### src/common/bk_pkg.sv
`default_nettype none

package bk_pkg;

	// ==================================================
	// Widths shared by the backup blocks
	// ==================================================

	// Byte offset inside one 512-byte sector
	localparam int SECTOR_BYTES_W = 9;

	// One SD buffer byte
	localparam int BYTE_W = 8;

	// Backup memory word, two SD bytes in little-endian order
	localparam int WORD_W = 16;

	// ==================================================
	// SD buffer side, driven by the SD host
	// ==================================================

	typedef struct packed {
		// Byte index inside the current sector
		logic [SECTOR_BYTES_W-1:0] addr;
		// Byte coming from the card on a load
		logic [BYTE_W-1:0]         dout;
		// Strobe, dout holds a new byte
		logic                      wr;
		// Strobe, the card has taken sd_buff_din
		logic                      rd;
	} sd_buf_t;

	// Sequencer states
	typedef enum logic {
		IDLE,
		XFER
	} bk_state_t;

endpackage

`default_nettype wire

### src/backup/bk_lba_counter.sv
`default_nettype none

module bk_lba_counter
	import bk_pkg::*;
#(
	parameter int LBA_W = 12
)
(
	input  logic             clk_sys,
	input  logic             reset,
	input  logic             img_mounted,
	input  logic [31:0]      img_size,
	input  logic             clear,
	input  logic             step,
	output logic [LBA_W-1:0] sd_lba,
	output logic             last_sector,
	output logic             img_nonzero
);

	logic                        mounted_d;
	logic [LBA_W-1:0]            last_idx;
	logic [31-SECTOR_BYTES_W:0]  img_sectors;

	// Image size in whole sectors
	assign img_sectors = img_size[31:SECTOR_BYTES_W];

	assign last_sector = (sd_lba == last_idx);

	always_ff @(posedge clk_sys) begin
		if (reset) begin
			mounted_d   <= 1'b0;
			last_idx    <= '0;
			img_nonzero <= 1'b0;
			sd_lba      <= '0;
		end else begin
			mounted_d <= img_mounted;

			// Latched on the mount edge, ready for the sequencer a cycle later
			// Images under one sector count as empty
			if (img_mounted && !mounted_d) begin
				last_idx    <= img_sectors[LBA_W-1:0] - 1'b1;
				img_nonzero <= |img_sectors;
			end

			if (clear)
				sd_lba <= '0;
			else if (step)
				sd_lba <= sd_lba + 1'b1;
		end
	end

	// Sequencer stops at the stored last index and never runs past it
	assert property (@(posedge clk_sys) disable iff (reset) step |-> !last_sector)
		else $error("sector step past end of image");

endmodule

`default_nettype wire

### src/backup/bk_sequencer.sv
`default_nettype none

module bk_sequencer
	import bk_pkg::*;
(
	input  logic clk_sys,
	input  logic reset,
	input  logic img_mounted,
	input  logic img_nonzero,
	input  logic bk_save,
	input  logic cart_download,
	input  logic sd_ack,
	input  logic last_sector,
	output logic sd_rd,
	output logic sd_wr,
	output logic bk_active,
	output logic loading,
	output logic start_load,
	output logic start_save,
	output logic lba_step
);

	// Two-stage history of the edge-detected inputs
	logic [1:0] mount_q;
	logic [1:0] save_q;
	logic [1:0] dl_q;
	logic       sd_ack_d;

	logic       load_pend;
	logic       save_pend;
	bk_state_t  state;

	logic       mount_rise;
	logic       save_rise;
	logic       dl_rise;
	logic       ack_rise;
	logic       ack_fall;

	assign mount_rise = mount_q[0] & ~mount_q[1];
	assign save_rise  = save_q[0] & ~save_q[1];
	assign dl_rise    = dl_q[0] & ~dl_q[1];
	assign ack_rise   = sd_ack & ~sd_ack_d;
	assign ack_fall   = ~sd_ack & sd_ack_d;

	// A pending load always goes before a pending save
	assign start_load = (state == IDLE) && bk_active && load_pend;
	assign start_save = (state == IDLE) && bk_active && save_pend && !load_pend;

	// Counter moves on the same edge the strobe comes back up
	assign lba_step = (state == XFER) && ack_fall && !last_sector;

	// ==================================================
	// Enable flag and per-sector SD protocol
	// ==================================================

	always_ff @(posedge clk_sys) begin
		if (reset) begin
			mount_q   <= '0;
			save_q    <= '0;
			dl_q      <= '0;
			sd_ack_d  <= 1'b0;
			bk_active <= 1'b0;
			load_pend <= 1'b0;
			save_pend <= 1'b0;
			loading   <= 1'b0;
			sd_rd     <= 1'b0;
			sd_wr     <= 1'b0;
			state     <= IDLE;
		end else begin
			mount_q  <= {mount_q[0], img_mounted};
			save_q   <= {save_q[0], bk_save};
			dl_q     <= {dl_q[0], cart_download};
			sd_ack_d <= sd_ack;

			// Empty image disables backup
			if (mount_rise) begin
				bk_active <= img_nonzero;
				load_pend <= img_nonzero;
			end

			if (save_rise && bk_active)
				save_pend <= 1'b1;

			// New cartridge, old save image no longer belongs to it
			if (dl_rise) begin
				bk_active <= 1'b0;
				load_pend <= 1'b0;
				save_pend <= 1'b0;
			end

			// Host has taken the command
			if (ack_rise) begin
				sd_rd <= 1'b0;
				sd_wr <= 1'b0;
			end

			case (state)
				IDLE: begin
					if (start_load) begin
						state     <= XFER;
						loading   <= 1'b1;
						load_pend <= 1'b0;
						sd_rd     <= 1'b1;
					end else if (start_save) begin
						state     <= XFER;
						loading   <= 1'b0;
						save_pend <= 1'b0;
						sd_wr     <= 1'b1;
					end
				end
				XFER: begin
					// Falling ack closes one sector
					if (ack_fall) begin
						if (last_sector) begin
							state   <= IDLE;
							loading <= 1'b0;
						end else begin
							sd_rd <= loading;
							sd_wr <= ~loading;
						end
					end
				end
				default: state <= IDLE;
			endcase
		end
	end

	// Host must never see a read and a write at once
	assert property (@(posedge clk_sys) disable iff (reset) !(sd_rd && sd_wr))
		else $error("sd_rd and sd_wr both high");

endmodule

`default_nettype wire

### src/backup/bk_word_port.sv
`default_nettype none

module bk_word_port
	import bk_pkg::*;
#(
	parameter int ADDR_W = 19
)
(
	input  logic              clk_sys,
	input  logic              reset,
	input  sd_buf_t           sd_buf,
	input  logic              start_load,
	input  logic              start_save,
	input  logic              loading,
	input  logic [WORD_W-1:0] mem_dout,
	output logic [BYTE_W-1:0] sd_buff_din,
	output logic [ADDR_W-1:0] mem_addr,
	output logic [WORD_W-1:0] mem_din,
	output logic              mem_we,
	output logic              mem_req
);

	// Word read back from memory for the save direction
	logic [WORD_W-1:0] q_save;

	logic              wr_pend;
	logic              adv_pend;
	logic              rd_pend;
	logic              odd_byte;

	assign odd_byte    = sd_buf.addr[0];
	assign sd_buff_din = odd_byte ? q_save[WORD_W-1:BYTE_W] : q_save[BYTE_W-1:0];

	// ==================================================
	// Request toggle and address sequencing
	// ==================================================

	always_ff @(posedge clk_sys) begin
		if (reset) begin
			mem_addr <= '0;
			mem_we   <= 1'b0;
			mem_req  <= 1'b0;
			wr_pend  <= 1'b0;
			adv_pend <= 1'b0;
			rd_pend  <= 1'b0;
		end else begin
			wr_pend  <= loading && sd_buf.wr && odd_byte;
			adv_pend <= wr_pend;
			rd_pend  <= 1'b0;

			// Load, write one cycle after the high byte, step one cycle later
			if (wr_pend)
				mem_req <= ~mem_req;
			if (adv_pend)
				mem_addr <= mem_addr + 1'b1;

			// Save, odd byte gone so fetch the next word
			if (!loading && sd_buf.rd && odd_byte) begin
				mem_addr <= mem_addr + 1'b1;
				rd_pend  <= 1'b1;
			end
			if (rd_pend)
				mem_req <= ~mem_req;

			if (start_load) begin
				mem_addr <= '0;
				mem_we   <= 1'b1;
			end else if (start_save) begin
				// Prefetch word 0 right away
				mem_addr <= '0;
				mem_we   <= 1'b0;
				mem_req  <= ~mem_req;
			end
		end
	end

	// Byte packing and read-back hold
	always_ff @(posedge clk_sys) begin
		if (loading && sd_buf.wr) begin
			if (odd_byte)
				mem_din[WORD_W-1:BYTE_W] <= sd_buf.dout;
			else
				mem_din[BYTE_W-1:0] <= sd_buf.dout;
		end

		// Frozen while the card reads the high byte
		if (!odd_byte)
			q_save <= mem_dout;
	end

	// Memory needs at least two cycles between requests
	assert property (@(posedge clk_sys) disable iff (reset) $changed(mem_req) |=> $stable(mem_req))
		else $error("mem_req toggled on consecutive cycles");

endmodule

`default_nettype wire

### src/source/bk_backup_top.sv
`default_nettype none

module bk_backup_top
	import bk_pkg::*;
#(
	parameter int ADDR_W = 19,
	parameter int LBA_W  = 12
)
(
	input  logic              clk_sys,
	input  logic              reset,

	// SD host side
	input  logic              img_mounted,
	input  logic [31:0]       img_size,
	input  logic              sd_ack,
	input  sd_buf_t           sd_buf,
	output logic [LBA_W-1:0]  sd_lba,
	output logic              sd_rd,
	output logic              sd_wr,
	output logic [BYTE_W-1:0] sd_buff_din,

	// User controls
	input  logic              bk_save,
	input  logic              cart_download,
	output logic              bk_active,

	// Backup memory port
	output logic [ADDR_W-1:0] mem_addr,
	output logic [WORD_W-1:0] mem_din,
	output logic              mem_we,
	output logic              mem_req,
	input  logic [WORD_W-1:0] mem_dout
);

	logic img_nonzero;
	logic last_sector;
	logic loading;
	logic start_load;
	logic start_save;
	logic lba_step;

	bk_sequencer u_bk_sequencer (
		.clk_sys       (clk_sys),
		.reset         (reset),
		.img_mounted   (img_mounted),
		.img_nonzero   (img_nonzero),
		.bk_save       (bk_save),
		.cart_download (cart_download),
		.sd_ack        (sd_ack),
		.last_sector   (last_sector),
		.sd_rd         (sd_rd),
		.sd_wr         (sd_wr),
		.bk_active     (bk_active),
		.loading       (loading),
		.start_load    (start_load),
		.start_save    (start_save),
		.lba_step      (lba_step)
	);

	bk_lba_counter #(.LBA_W(LBA_W)) u_bk_lba_counter (
		.clk_sys     (clk_sys),
		.reset       (reset),
		.img_mounted (img_mounted),
		.img_size    (img_size),
		.clear       (start_load | start_save),
		.step        (lba_step),
		.sd_lba      (sd_lba),
		.last_sector (last_sector),
		.img_nonzero (img_nonzero)
	);

	bk_word_port #(.ADDR_W(ADDR_W)) u_bk_word_port (
		.clk_sys     (clk_sys),
		.reset       (reset),
		.sd_buf      (sd_buf),
		.start_load  (start_load),
		.start_save  (start_save),
		.loading     (loading),
		.mem_dout    (mem_dout),
		.sd_buff_din (sd_buff_din),
		.mem_addr    (mem_addr),
		.mem_din     (mem_din),
		.mem_we      (mem_we),
		.mem_req     (mem_req)
	);

endmodule

`default_nettype wire
### config.mk
export PLATFORM = sky130hd
export DESIGN_NAME = bk_backup_top
export DESIGN_NICKNAME = d
export VERILOG_FILES = /design/src/common/bk_pkg.sv /design/src/backup/bk_lba_counter.sv /design/src/backup/bk_sequencer.sv /design/src/backup/bk_word_port.sv /design/src/source/bk_backup_top.sv
export SDC_FILE = /design/constraint.sdc
export NUM_CORES = 1
export LEC_CHECK = 0
export ABC_AREA = 1
export BUFFER_PORTS_ARGS = -buffer_cell sky130_fd_sc_hd__buf_2
export CAP_MARGIN = 25
export CORE_ASPECT_RATIO = 0.6
export CORE_MARGIN = 2
export CORE_UTILIZATION = 24
export CTS_BUF_LIST = sky130_fd_sc_hd__clkbuf_2 sky130_fd_sc_hd__clkbuf_4 sky130_fd_sc_hd__clkbuf_8
export DETAILED_ROUTE_END_ITERATION = 6
export PLACE_DENSITY = 0.51
export SLEW_MARGIN = 0
export SYNTH_ARGS = -nofsm -noshare
export SYNTH_HDL_FRONTEND = slang
export SYNTH_SLANG_ARGS = --single-unit
### constraint.sdc
create_clock -name clk_sys -period 2.2 [get_ports clk_sys]
set_input_delay 0.22 -clock clk_sys [delete_from_list [all_inputs] [get_ports clk_sys]]
set_output_delay 0.22 -clock clk_sys [all_outputs]
set_load 0.005 [all_outputs]
==> metrics.txt, run 1 <==
setup bufs post-CTS 0; WL per Instance approximately 12 um; WS Path Type flip-flop to flip-flop; Clock Latency Late Sink 0.36 ns; R2R cell count 8; number of cells in the design after placement 863; share of cells above drive strength 1 0.258; total I/O pin count 133; fraction of the cycle the final worst path needs 0.788; PwrDens 637 nW/um^2; crit path launch u_bk_lba_counter.sd_lba[0]$_SDFFE_PP0P_; number of clock sinks 95; GRT Overall Usage 0.116; CP Max Fanout 15; worst reg2reg endpoint u_bk_lba_counter.sd_lba[11]$_SDFFE_PP0P_; Total Neg Setup Slack 0 ns; Slowest-stage cell, CP sky130_fd_sc_hd__dfxtp_1; clock power share 0.377; wire length after detailed routing 10700 um; Die W 176 um; Reg2Reg Launch Point u_bk_lba_counter.sd_lba[0]$_SDFFE_PP0P_; leakage power total 2.34 nW; floorplan core area 17300 um^2; Max Clock Skew about 0.014 ns; Mapped Avg Cell Area 8.29 um^2; data required time at the worst endpoint 2.45 ns; combinational power share 0.078; CTS root buf sky130_fd_sc_hd__clkbuf_8; run status finished clean; type of the worst min-delay path primary input to flip-flop; final-layout fill cell count 1903; # rows 37; setup violation total in the final timing report 0; EDFF count, synth 32; post-synth top area cell sky130_fd_sc_hd__dfxtp_1; cell area after synthesis 4280 um^2; number of pins exceeding their max-slew limit in the final report 0; Hold Violations, Final 0; quantity of I/O buffers inserted on ports between 100 and 150; worst supply voltage drop on vdd between 0.2 and 0.3 mV; setup slack on the worst flop-to-flop path roughly 0.47 ns; worst setup path endpoint u_bk_lba_counter.sd_lba[11]$_SDFFE_PP0P_; highest attainable clock frequency 577 MHz; detailed-placement wirelength estimate 8290 um; TritonRoute pass-1 iters 4; count of max-cap constraint violations 0; Final Critical Period around 1.7 ns; number of nets in the layout 723; dominant synthesized flop cell sky130_fd_sc_hd__dfxtp_1; antenna diode count 0; most frequently used cell type in the post-synthesis netlist sky130_fd_sc_hd__nand2_1; FFs w/ async S/R, synth 0; antenna violations before repair 1; global route overflow 0; maximum buffer depth of the clock tree 2; largest net degree at the start of global routing 26; number of standard cells in the layout, taps in and fillers out 885; setup repair after global routing missed its margin no; ANT nets after route 0; portion of the post-synthesis area used by sequential elements 0.520; Syn Inst Count 516; arrival time worst endpoint slightly below 2 ns; type of element capturing the critical path flip-flop; Net Sw Power 0.815 mW; relative contribution of sequential cells to total power 0.546; syn nets 593; number of warnings reported in the yosys synthesis log 0; wire length of the first global-routing pass 17100 um; Slew @ Worst Pin 0.440 ns; Chip Height 107 um; area share of the largest cell type after synthesis 0.295; delay of the slowest critical-path stage 0.49 ns; RePlAce Congestion 0.793; die outline area 18900 um^2; total via count after detailed routing 3656; initial core utilization 0.248; flip-flop and latch count after synthesis 95; deepest level of the CTS H-tree 3; clock slew seen by the registers of the worst setup and hold paths 0.10 ns; TritonCTS clock tree built; most common library cells after synthesis 126 x sky130_fd_sc_hd__nand2_1, 63 x sky130_fd_sc_hd__dfxtp_1, 62 x sky130_fd_sc_hd__inv_1, 51 x sky130_fd_sc_hd__nor2_1, 35 x sky130_fd_sc_hd__a21oi_1; Post-route DRC 0; total internal power 2.65 mW; post-synth cell types a little over 40; chain of cells forming the critical path xnor2_1 -> nand2_1 -> nor2_1 -> nand3_2 -> nand2_4 -> inv_2 -> o21ai_1 -> a21oi_1; CTS buffer count 9; number of DRC markers after the initial detailed-route iteration 187; Via-to-Cell Ratio just over 4; layout-stage area growth over the synthesis result 27.1%; worst slew margin relative to its limit 0.704; ranking of synthesized cells by area sky130_fd_sc_hd__dfxtp_1 29%, sky130_fd_sc_hd__edfxtp_1 22%, sky130_fd_sc_hd__nand2_1 11%, sky130_fd_sc_hd__inv_1 5.4%, sky130_fd_sc_hd__nor2_1 4.5%; vias in the first global route approximately 3300; share of total power consumed by net switching 0.235; startpoint type of the worst setup path flip-flop
stage by stage:
stage	cell area, um^2	power [mW]	util	hold slack (ns)	setup WS, ns
CTS	5390	3.53	0.312	0.00144	0.443
floorplan	4280	2.07	-	0.310	0.111
global route	5440	3.65	0.315	0.0000487	0.237
global placement	5150	2.19	0.298	0.396	0.494
detailed placement	5150	2.19	0.298	0.398	0.455
finish	5440	3.46	0.315	0.0307	0.466
flip-flops by register name (all words and copies together) (netlist names), 2 cells and up:
signal                     cells
u_bk_lba_counter.last_idx     12
u_bk_lba_counter.sd_lba       12
u_bk_sequencer.dl_q            2
u_bk_sequencer.mount_q         2
u_bk_sequencer.save_q          2
u_bk_word_port.mem_addr       19
u_bk_word_port.mem_din        16
u_bk_word_port.q_save         16
cell usage in the layout (no fill, tap or decap), drive strengths merged, types with 2 or more instances in the layout:
| master | Yosys | routed |
|---|---|---|
| nand2 | 131 | 131 |
| buf | 6 | 125 |
| inv | 67 | 69 |
| dfxtp | 63 | 63 |
| nor2 | 55 | 55 |
| a21oi | 36 | 36 |
| edfxtp | 32 | 32 |
| nand3 | 24 | 24 |
| o21ai | 23 | 23 |
| nor3 | 18 | 18 |
| xnor2 | 13 | 13 |
| clkbuf | 6 | 10 |
| xor2 | 6 | 6 |
| dlygate4sd3 | 0 | 6 |
| nor4 | 5 | 5 |
| nand4 | 5 | 5 |
| or2 | 5 | 5 |
| a31oi | 4 | 4 |
| ha | 4 | 4 |
| nand3b | 3 | 3 |
| o211ai | 2 | 2 |
| bufinv | 0 | 2 |
| clkinv | 0 | 2 |
cell type report:
type	count	area [um^2]	share of cell area
well taps	234	293	0.0539
clock inverters	6	93.8	0.0173
flip-flops and latches	95	2220	0.409
multi-input cells	342	1730	0.319
repair buffers	131	711	0.131
inverters	67	251	0.0463
clock buffers	10	131	0.0242
how the worst min path moves through the flow:
stage            startpoint  slack, ns                                   endpoint  cells past startpoint
6_report       mem_dout[10]       0.03        u_bk_word_port.q_save[10]$_DFFE_PN_                      1
5_1_grt         mem_dout[9]    0.00005         u_bk_word_port.q_save[9]$_DFFE_PN_                      1
4_1_cts        mem_dout[13]      0.001        u_bk_word_port.q_save[13]$_DFFE_PN_                      1
3_5_place_dp   mem_dout[12]       0.40        u_bk_word_port.q_save[12]$_DFFE_PN_                      1
3_3_place_gp    mem_dout[9]       0.40         u_bk_word_port.q_save[9]$_DFFE_PN_                      1
2_1_floorplan   img_size[9]       0.31  u_bk_lba_counter.last_idx[0]$_SDFFE_PP0P_                      1
metal layers:
metal	GRT usage	part of all wire
met4	0.0213	0.0066
met2	0.148	0.36
met3	0.0519	0.089
met5	0	0.0012
met1	0.176	0.55
cells by family (layout without fill, tap and decap cells):
| family | after synthesis | count (layout) | synth area share |
|---|---|---|---|
| DFF | 95 | 95 | 0.520 |
| AOI/OAI and AO/OA | 71 | 71 | 0.0907 |
| and+or+nand+nor | 248 | 248 | 0.264 |
| adders and majority gates | 4 | 4 | 0.0117 |
| xor gates and xnor gates | 19 | 19 | 0.0389 |
| buffers and inverters | 79 | 214 | 0.0752 |
power by group through the flow:
| stage | Combinational, mW | Clock, mW | Sequential (mW) |
|---|---|---|---|
| 2_1_floorplan | 0.145 | 0 | 1.93 |
| 3_3_place_gp | 0.262 | 0 | 1.93 |
| 3_5_place_dp | 0.264 | 0 | 1.93 |
| 4_1_cts | 0.266 | 1.37 | 1.89 |
| 5_1_grt | 0.310 | 1.44 | 1.90 |
| 6_report | 0.270 | 1.30 | 1.89 |
critical path: cells and delay by family, from the launching register on:
family	cells	cell delay, ns
AOI/OAI and AO/OA	2	0.19
xor gates and xnor gates	1	0.15
buffers and inverters	1	0.14
DFF	1	0.49
and+or+nand+nor	4	0.65
what timing repair did:
| action | CTS | global route |
|---|---|---|
| hold buffers | 1 | 5 |
| endpoints found under the hold margin | 1 | 5 |
| gates resized for setup | 0 | 0 |
No activity file was read; power rests on OpenSTA's default activity.
==> run 2: changes to the inputs <==
--- a/config.mk
+++ b/config.mk
@@ -5,7 +5,7 @@
 export SDC_FILE = /design/constraint.sdc
 export NUM_CORES = 1
 export LEC_CHECK = 0
-export ABC_AREA = 1
+export ABC_AREA = 0
 export BUFFER_PORTS_ARGS = -buffer_cell sky130_fd_sc_hd__buf_2
 export CAP_MARGIN = 25
 export CORE_ASPECT_RATIO = 0.6
@@ -13,7 +13,7 @@
 export CORE_UTILIZATION = 24
 export CTS_BUF_LIST = sky130_fd_sc_hd__clkbuf_2 sky130_fd_sc_hd__clkbuf_4 sky130_fd_sc_hd__clkbuf_8
 export DETAILED_ROUTE_END_ITERATION = 6
-export PLACE_DENSITY = 0.51
+export PLACE_DENSITY = 0.5
 export SLEW_MARGIN = 0
 export SYNTH_ARGS = -nofsm -noshare
 export SYNTH_HDL_FRONTEND = slang
==> constraint.sdc (replaced) <==
create_clock -name clk_sys -period 1.75 [get_ports clk_sys]
set_input_delay 0.175 -clock clk_sys [delete_from_list [all_inputs] [get_ports clk_sys]]
set_output_delay 0.175 -clock clk_sys [all_outputs]
set_load 0.005 [all_outputs]
==> run 2 against run 1 <==
Sequential power increased by 26%. Cell count decreased by 12%. Clock skew about the same. Register-to-register slack worse by 0.36 ns. Area after synthesis down 6.8%. Critical endpoint is now u_bk_lba_counter.last_idx[4]$_SDFFE_PP0P_.
==> metrics.txt, run 2 <==
final-layout fill cell count 1679 (-12%); CTS buffer count 9 (unchanged); cell area after synthesis 3980 um^2 (-6.8%); Total Neg Setup Slack 0 ns (unchanged); FFs w/ async S/R, synth 0 (unchanged); Chip Height 104 um (-3.4%); total internal power 3.15 mW (+19%); worst slew margin relative to its limit 0.696 (-0.00859); R2R cell count 7 (-1); most frequently used cell type in the post-synthesis netlist sky130_fd_sc_hd__dfxtp_1; leakage power total 2.18 nW (-7.0%); Slowest-stage cell, CP sky130_fd_sc_hd__dlygate4sd3_1; area share of the largest cell type after synthesis 0.317 (+0.0217); worst reg2reg endpoint u_bk_lba_counter.sd_lba[9]$_SDFFE_PP0P_; post-synth cell types 44 (+7.3%); global route overflow 0 (unchanged); number of pins exceeding their max-slew limit in the final report 0 (unchanged); TritonCTS clock tree built; Slew @ Worst Pin 0.456 ns (+0.0153 ns); wire length after detailed routing 10700 um (+0.59%); flip-flop count of the largest register, all copies and words added 19 (unchanged); Post-route DRC 0 (unchanged); Net Sw Power 1.07 mW (+31%); run status finished clean; fraction of the cycle the final worst path needs 0.962; CTS root buf sky130_fd_sc_hd__clkbuf_8; setup repair after global routing missed its margin no; largest registers in the final layout u_bk_word_port.mem_addr: 19 flops, u_bk_word_port.mem_din: 16 flops, u_bk_word_port.q_save: 16 flops; largest register by flop count u_bk_word_port.mem_addr; Hold Violations, Final 0 (unchanged); number of standard cells in the layout, taps in and fillers out 778 (-12%); GRT Overall Usage 0.125 (+0.00858); share of cells above drive strength 1 0.341 (+0.0829); ANT nets after route 0 (unchanged); syn nets 461 (-22%); number of DRC markers after the initial detailed-route iteration 117 (-37%); Max Clock Skew 0.0139 ns (+0.000255 ns); relative contribution of sequential cells to total power 0.565 (+0.019); setup violation total in the final timing report 0 (unchanged); total I/O pin count 133 (unchanged); initial core utilization 0.246 (-0.00198); post-synth top area cell sky130_fd_sc_hd__dfxtp_1; clock slew seen by the registers of the worst setup and hold paths 0.10 ns (about the same); commonest non-fill, non-tap cells in the layout 115 x sky130_fd_sc_hd__buf_2, 62 x sky130_fd_sc_hd__dfxtp_1, 43 x sky130_fd_sc_hd__buf_4, 36 x sky130_fd_sc_hd__nor2_1, 32 x sky130_fd_sc_hd__edfxtp_1; vias in the first global route 3479 (+4.2%); flip-flop and latch count after synthesis 95 (unchanged); Syn Inst Count 384 (-26%); WL per Instance 13.8 um (+14%); startpoint type of the worst setup path primary input; highest attainable clock frequency 594 MHz; Via-to-Cell Ratio 4.43 (+7.2%); WS Path Type primary input to flip-flop; die outline area 17700 um^2 (-6.6%); count of max-cap constraint violations 0 (unchanged); antenna diode count 0 (unchanged); clock power share 0.343 (-0.034); Final Critical Period between 1.5 and 2 ns; combinational power share 0.092 (+0.014); detailed-placement wirelength estimate 8200 um (-1.1%); type of element capturing the critical path flip-flop; Reg2Reg Launch Point u_bk_lba_counter.sd_lba[0]$_SDFFE_PP0P_; RePlAce Congestion 0.769 (-3.0%); setup slack on the worst flop-to-flop path 0.11 ns (-0.36 ns); number of nets in the layout 641 (-11%); data required time at the worst endpoint 2.01 ns (-0.44 ns); most common cell after layout, fill and taps aside sky130_fd_sc_hd__buf_2; Mapped Avg Cell Area 10.4 um^2 (+25%); floorplan core area 16200 um^2 (-6.1%); deepest level of the CTS H-tree 3 (unchanged); portion of the post-synthesis area used by sequential elements 0.558 (+0.0382); PwrDens 757 nW/um^2 (+19%); Die W 170 um (-3.4%); antenna violations before repair 1 (unchanged); EDFF count, synth 32 (unchanged); Min-Delay Path Depth 2 (+1); dominant synthesized flop cell sky130_fd_sc_hd__dfxtp_1; largest net degree at the start of global routing 29 (+12%); Worst Min Path Start img_mounted; worst supply voltage drop on vdd 0.419 mV (+42%); arrival time worst endpoint 1.95 ns (-0.03 ns); overall power 4.21 mW (+22%); ranking of synthesized cells by area sky130_fd_sc_hd__dfxtp_1 32%, sky130_fd_sc_hd__edfxtp_1 24%, sky130_fd_sc_hd__xnor2_1 6.4%, sky130_fd_sc_hd__nor2_1 3.4%, sky130_fd_sc_hd__a21oi_1 2.5%; maximum buffer depth of the clock tree 2 (unchanged); TritonRoute pass-1 iters 4 (unchanged); Clock Latency Late Sink 0.36 ns (about the same); most common library cells after synthesis 63 x sky130_fd_sc_hd__dfxtp_1, 36 x sky130_fd_sc_hd__nor2_1, 32 x sky130_fd_sc_hd__edfxtp_1, 29 x sky130_fd_sc_hd__xnor2_1, 25 x sky130_fd_sc_hd__nand2_1; layout-stage area growth over the synthesis result 39.7%; # rows 36 (-2.7%); share of total power consumed by net switching 0.253 (+0.0179); chain of cells forming the critical path dlygate4sd3_1 -> buf_2 -> inv_1 -> ha_1 -> nand2b_1 -> or3_1 -> a311oi_1; quantity of I/O buffers inserted on ports 115 (unchanged); type of the worst min-delay path primary input to flip-flop; CP Max Fanout 7 (-8); number of warnings reported in the yosys synthesis log 0 (unchanged); total via count after detailed routing 3446 (-5.7%); number of clock sinks 95 (unchanged); Worst Hold End u_bk_sequencer.mount_q[0]$_SDFF_PP0_; number of cells in the design after placement 735 (-15%); delay of the slowest critical-path stage 0.53 ns (+0.04 ns); wire length of the first global-routing pass 17400 um (+1.4%)
[run 2: critical path, delay by kind of cell]
kind	cells	cell delay (ns)
AO/OA/AOI/OAI	1	0.30
buffers and inverters	3	0.75
AND/OR/NAND/NOR	2	0.55
adder cells (fa/ha/maj)	1	0.17
[run 2: layer usage]
metal	routed length [um]	track usage
met1	5190	0.165
met2	4500	0.188
met3	936	0.0531
met4	87	0.0281
met5	11	0
[run 2: area by class of cell]
cell class | instances | area [um^2] | area share
well taps | 209 | 262 | 0.0470
flip-flops and latches | 95 | 2220 | 0.400
clock inverters | 6 | 63.8 | 0.0115
inverters | 15 | 56.3 | 0.0101
repair buffers | 186 | 1190 | 0.214
clock buffers | 10 | 138 | 0.0247
multi-input cells | 257 | 1630 | 0.294
[run 2: kinds of logic after synthesis]
logic type                 share of synthesized area
and+or+nand+nor                                0.191
AOI/OAI and AO/OA                             0.0992
buffers and inverters                         0.0396
DFF                                            0.558
muxes                                         0.0276
adders and majority gates                     0.0126
xor gates and xnor gates                      0.0725
[run 2: worst max-delay path by stage]
stage,from,end,slack [ns],cells after the start
2_1_floorplan,img_size[14],u_bk_lba_counter.last_idx[10]$_SDFFE_PP0P_,0.02,4
3_3_place_gp,img_size[14],u_bk_lba_counter.last_idx[10]$_SDFFE_PP0P_,-0.10,5
3_5_place_dp,img_size[14],u_bk_lba_counter.last_idx[10]$_SDFFE_PP0P_,-0.14,5
4_1_cts,img_size[9],u_bk_lba_counter.last_idx[7]$_SDFFE_PP0P_,0.02,5
5_1_grt,u_bk_lba_counter.sd_lba[1]$_SDFFE_PP0P_,u_bk_lba_counter.sd_lba[8]$_SDFFE_PP0P_,0.01,8
6_report,img_size[9],u_bk_lba_counter.last_idx[4]$_SDFFE_PP0P_,0.07,7
[run 2: stage by stage]
step                hold WS, ns  instance area, um^2   util  setup slack [ns]
floorplan                 0.268                 3990      -            0.0236
global placement          0.353                 5070  0.313            -0.101
detailed placement        0.353                 5070  0.313            -0.138
CTS                      0.0200                 5540  0.342            0.0179
global route             0.0341                 5570  0.343           0.00958
finish                   0.0406                 5570  0.343            0.0664
[run 2: what timing repair did]
action,in CTS,in global routing
gates resized for setup,0,7
hold buffers,27,0
hold endpoints to repair,35,0
buffers inserted,0,0
endpoints found under the setup margin,0,7
[run 2: power by group through the flow]
| stage | sequential [mW] | combinational (mW) | clock (mW) |
|---|---|---|---|
| 2_1_floorplan | 2.42 | 0.176 | 0 |
| 4_1_cts | 2.38 | 0.389 | 1.53 |
| 6_report | 2.38 | 0.388 | 1.44 |
| 5_1_grt | 2.39 | 0.432 | 1.60 |
| 3_5_place_dp | 2.43 | 0.341 | 0 |
| 3_3_place_gp | 2.43 | 0.334 | 0 |
==> run 3: changes to the inputs <==
==> constraint.sdc (replaced) <==
create_clock -name clk_sys -period 1.96 [get_ports clk_sys]
set_input_delay 0.196 -clock clk_sys [delete_from_list [all_inputs] [get_ports clk_sys]]
set_output_delay 0.196 -clock clk_sys [all_outputs]
set_load 0.005 [all_outputs]
==> run 3 against run 2 <==
Critical endpoint is now u_bk_word_port.mem_addr[16]$_SDFFE_PP0P_. Routed wire length decreased by 0.44%. First-iteration DRC count increased by 29%. Clock power increased by 5%. Critical path type is now flip-flop to flip-flop. Largest power group unchanged. Worst setup slack improved by 0.11 ns. Clock skew decreased by 0.0080 ns. Critical path depth decreased by 2. Sequential power decreased by 11%. Cell count decreased by 3.2%. Largest cell class unchanged. Combinational power decreased by 16%. Core utilization decreased by 1.1 points.
==> metrics.txt, run 3 (same netlist as run 2, synthesis figures left out) <==
CTS buffer count 9 (unchanged); Max Clock Skew 0.00593 ns (-0.00798 ns); maximum buffer depth of the clock tree 2 (unchanged); worst slew margin relative to its limit 0.606 (-0.0902); share of cells above drive strength 1 0.307 (-0.0340); total I/O pin count 133 (unchanged); largest net degree at the start of global routing 29 (unchanged); largest registers in the final layout u_bk_word_port.mem_addr: 19 flops, u_bk_word_port.mem_din: 16 flops, u_bk_word_port.q_save: 16 flops; Net Sw Power 0.927 mW (-13%); initial core utilization 0.246 (unchanged); flip-flop count of the largest register, all copies and words added 19 (unchanged); Chip Height 104 um (unchanged); smallest hold slack 0.0362 ns (-0.00446 ns); Clock Latency Late Sink 0.36 ns (about the same); footprint of the multi-input gates 1620 um^2 (-1.1%); total via count after detailed routing 3348 (-2.8%); setup violation total in the final timing report 0 (unchanged); quantity of I/O buffers inserted on ports 115 (unchanged); Slowest-stage cell, CP sky130_fd_sc_hd__nor4_1; wire length of the first global-routing pass 17100 um (-1.8%); layout-stage area growth over the synthesis result 35.1%; PwrDens 737 nW/um^2 (-2.7%); detailed-placement wirelength estimate 7860 um (-4.1%); worst supply voltage drop on vdd 0.335 mV (-20%); count of max-cap constraint violations 0 (unchanged); final-layout fill cell count 1658 (-1.3%); total internal power 3.04 mW (-3.4%); number of DRC markers after the initial detailed-route iteration 151 (+29%); highest attainable clock frequency 560 MHz; chain of cells forming the critical path and4_1 -> nand3_1 -> nor4_1 -> xnor2_1 -> nor2_1; number of cells in the design after placement 713 (-3.0%); GRT Overall Usage 0.123 (-0.00181); Post-Place Worst Slack -0.0375 ns (+0.101 ns); commonest non-fill, non-tap cells in the layout 115 x sky130_fd_sc_hd__buf_2, 63 x sky130_fd_sc_hd__dfxtp_1, 36 x sky130_fd_sc_hd__nor2_1, 32 x sky130_fd_sc_hd__edfxtp_1, 29 x sky130_fd_sc_hd__xnor2_1; clock slew seen by the registers of the worst setup and hold paths 0.10 ns (about the same); WL per Instance 14.2 um (+2.9%); type of element capturing the critical path flip-flop; largest register by flop count u_bk_word_port.mem_addr; deepest level of the CTS H-tree 3 (unchanged); data required time at the worst endpoint 2.22 ns (+0.21 ns); Post-route DRC 0 (unchanged); RePlAce Congestion 0.760 (-1.2%); GRT met3 Usage 0.0539 (+0.000764); floorplan core area 16200 um^2 (unchanged); combinational power share 0.082 (-0.010); startpoint type of the worst setup path flip-flop; CP Max Fanout 11 (+4); Die W 170 um (unchanged); delay of the slowest critical-path stage 0.44 ns (-0.09 ns); # rows 36 (unchanged); TritonCTS clock tree built; die outline area 17700 um^2 (unchanged); run status finished clean; share of total power consumed by net switching 0.234 (-0.0195); global route overflow 0 (unchanged); WS Path Type flip-flop to flip-flop; number of clock sinks 95 (unchanged); arrival time worst endpoint 2.04 ns (+0.09 ns); number of nets in the layout 616 (-3.9%); met1 layer usage reported by global route 0.171 (+0.00512); vias in the first global route 3385 (-2.7%); leakage power total 2.07 nW (-4.7%); register cell area after layout 2220 um^2 (about the same); Final Critical Period between 1.5 and 2 ns; PnR worst setup slack 0.174 ns (+0.108 ns); ANT nets after route 0 (unchanged); number of standard cells in the layout, taps in and fillers out 753 (-3.2%); clock power share 0.381 (+0.038); Total Neg Setup Slack 0 ns (unchanged); antenna violations before repair 0 (-1); setup repair after global routing missed its margin no; CTS root buf sky130_fd_sc_hd__clkbuf_8; antenna diode count 0 (unchanged); most used routing layer in global routing met2; Slew @ Worst Pin 0.592 ns (+0.136 ns); grt met2 use 0.173 (-0.0145); fraction of the cycle the final worst path needs 0.911; TritonRoute pass-1 iters 4 (unchanged); most common cell after layout, fill and taps aside sky130_fd_sc_hd__buf_2; wire length after detailed routing 10700 um (-0.44%); Hold Violations, Final 0 (unchanged); Via-to-Cell Ratio 4.45 (+0.38%); type of the worst min-delay path primary input to flip-flop; number of pins exceeding their max-slew limit in the final report 0 (unchanged); relative contribution of sequential cells to total power 0.536 (-0.029)
[run 3: changes by cell type in the layout (fill, tap and decap cells not counted), sizes merged]
cell         before  now
bufinv            0    2
dlygate4sd3      27   24
clkinv            3    1
buf             159  137
inv              17   18
clkinvlp          1    0
[run 3: metal layers]
layer	up-vias	share of wire
li1	1693	-
met1	1544	0.51
met2	103	0.40
met3	8	0.087
met4	0	0.0067
met5	-	0
[run 3: what timing repair did]
| action | 4_1_cts | 5_1_grt |
|---|---|---|
| endpoints found under the setup margin | 0 | 3 |
| resized for setup | 0 | 2 |
| hold buffers | 24 | 0 |
| buffers inserted | 0 | 0 |
| endpoints found under the hold margin | 32 | 0 |
[run 3: critical path: cells and delay by family, from the launching register on]
kind,cells,cell delay [ns]
XOR/XNOR,1,0.16
flip-flops,1,0.41
AND/OR/NAND/NOR,4,1.11
[run 3: area by class of cell]
| cell class | count | area share |
|---|---|---|
| clock buffers | 10 | 0.0256 |
| clock inverters | 6 | 0.0181 |
| inverters | 15 | 0.0105 |
| multi-input cells | 257 | 0.300 |
| flip-flops and latches | 95 | 0.413 |
| well taps | 209 | 0.0486 |
| repair buffers | 161 | 0.185 |
[run 3: path summary, 6_finish.rpt]
| check | start | end | slack, ns | cells after the start |
|---|---|---|---|---|
| worst max-delay path | u_bk_word_port.mem_addr[4]$_SDFFE_PP0P_ | u_bk_word_port.mem_addr[16]$_SDFFE_PP0P_ | 0.17 | 5 |
| worst min-delay path | cart_download | u_bk_sequencer.dl_q[0]$_SDFF_PP0_ | 0.04 | 2 |
| worst max register to register | u_bk_word_port.mem_addr[4]$_SDFFE_PP0P_ | u_bk_word_port.mem_addr[16]$_SDFFE_PP0P_ | 0.17 | 5 |
| worst min register to register | u_bk_sequencer.dl_q[0]$_SDFF_PP0_ | u_bk_sequencer.dl_q[1]$_SDFF_PP0_ | 0.44 | 2 |
[run 3: through the flow]
stage	instance area (um^2)	util	power [mW]
after global routing	5380	0.332	4.15
final	5380	0.332	3.97
after CTS	5380	0.332	4.04
after floorplan	3980	-	2.32
after global placement	4900	0.302	2.45
after detailed placement	4900	0.302	2.46
[run 3: power groups by stage]
stage	Sequential [mW]	Combinational (mW)	Clock, mW
2_1_floorplan	2.16	0.155	0
3_3_place_gp	2.17	0.282	0
3_5_place_dp	2.17	0.290	0
4_1_cts	2.13	0.328	1.59
5_1_grt	2.13	0.365	1.65
6_report	2.13	0.327	1.51
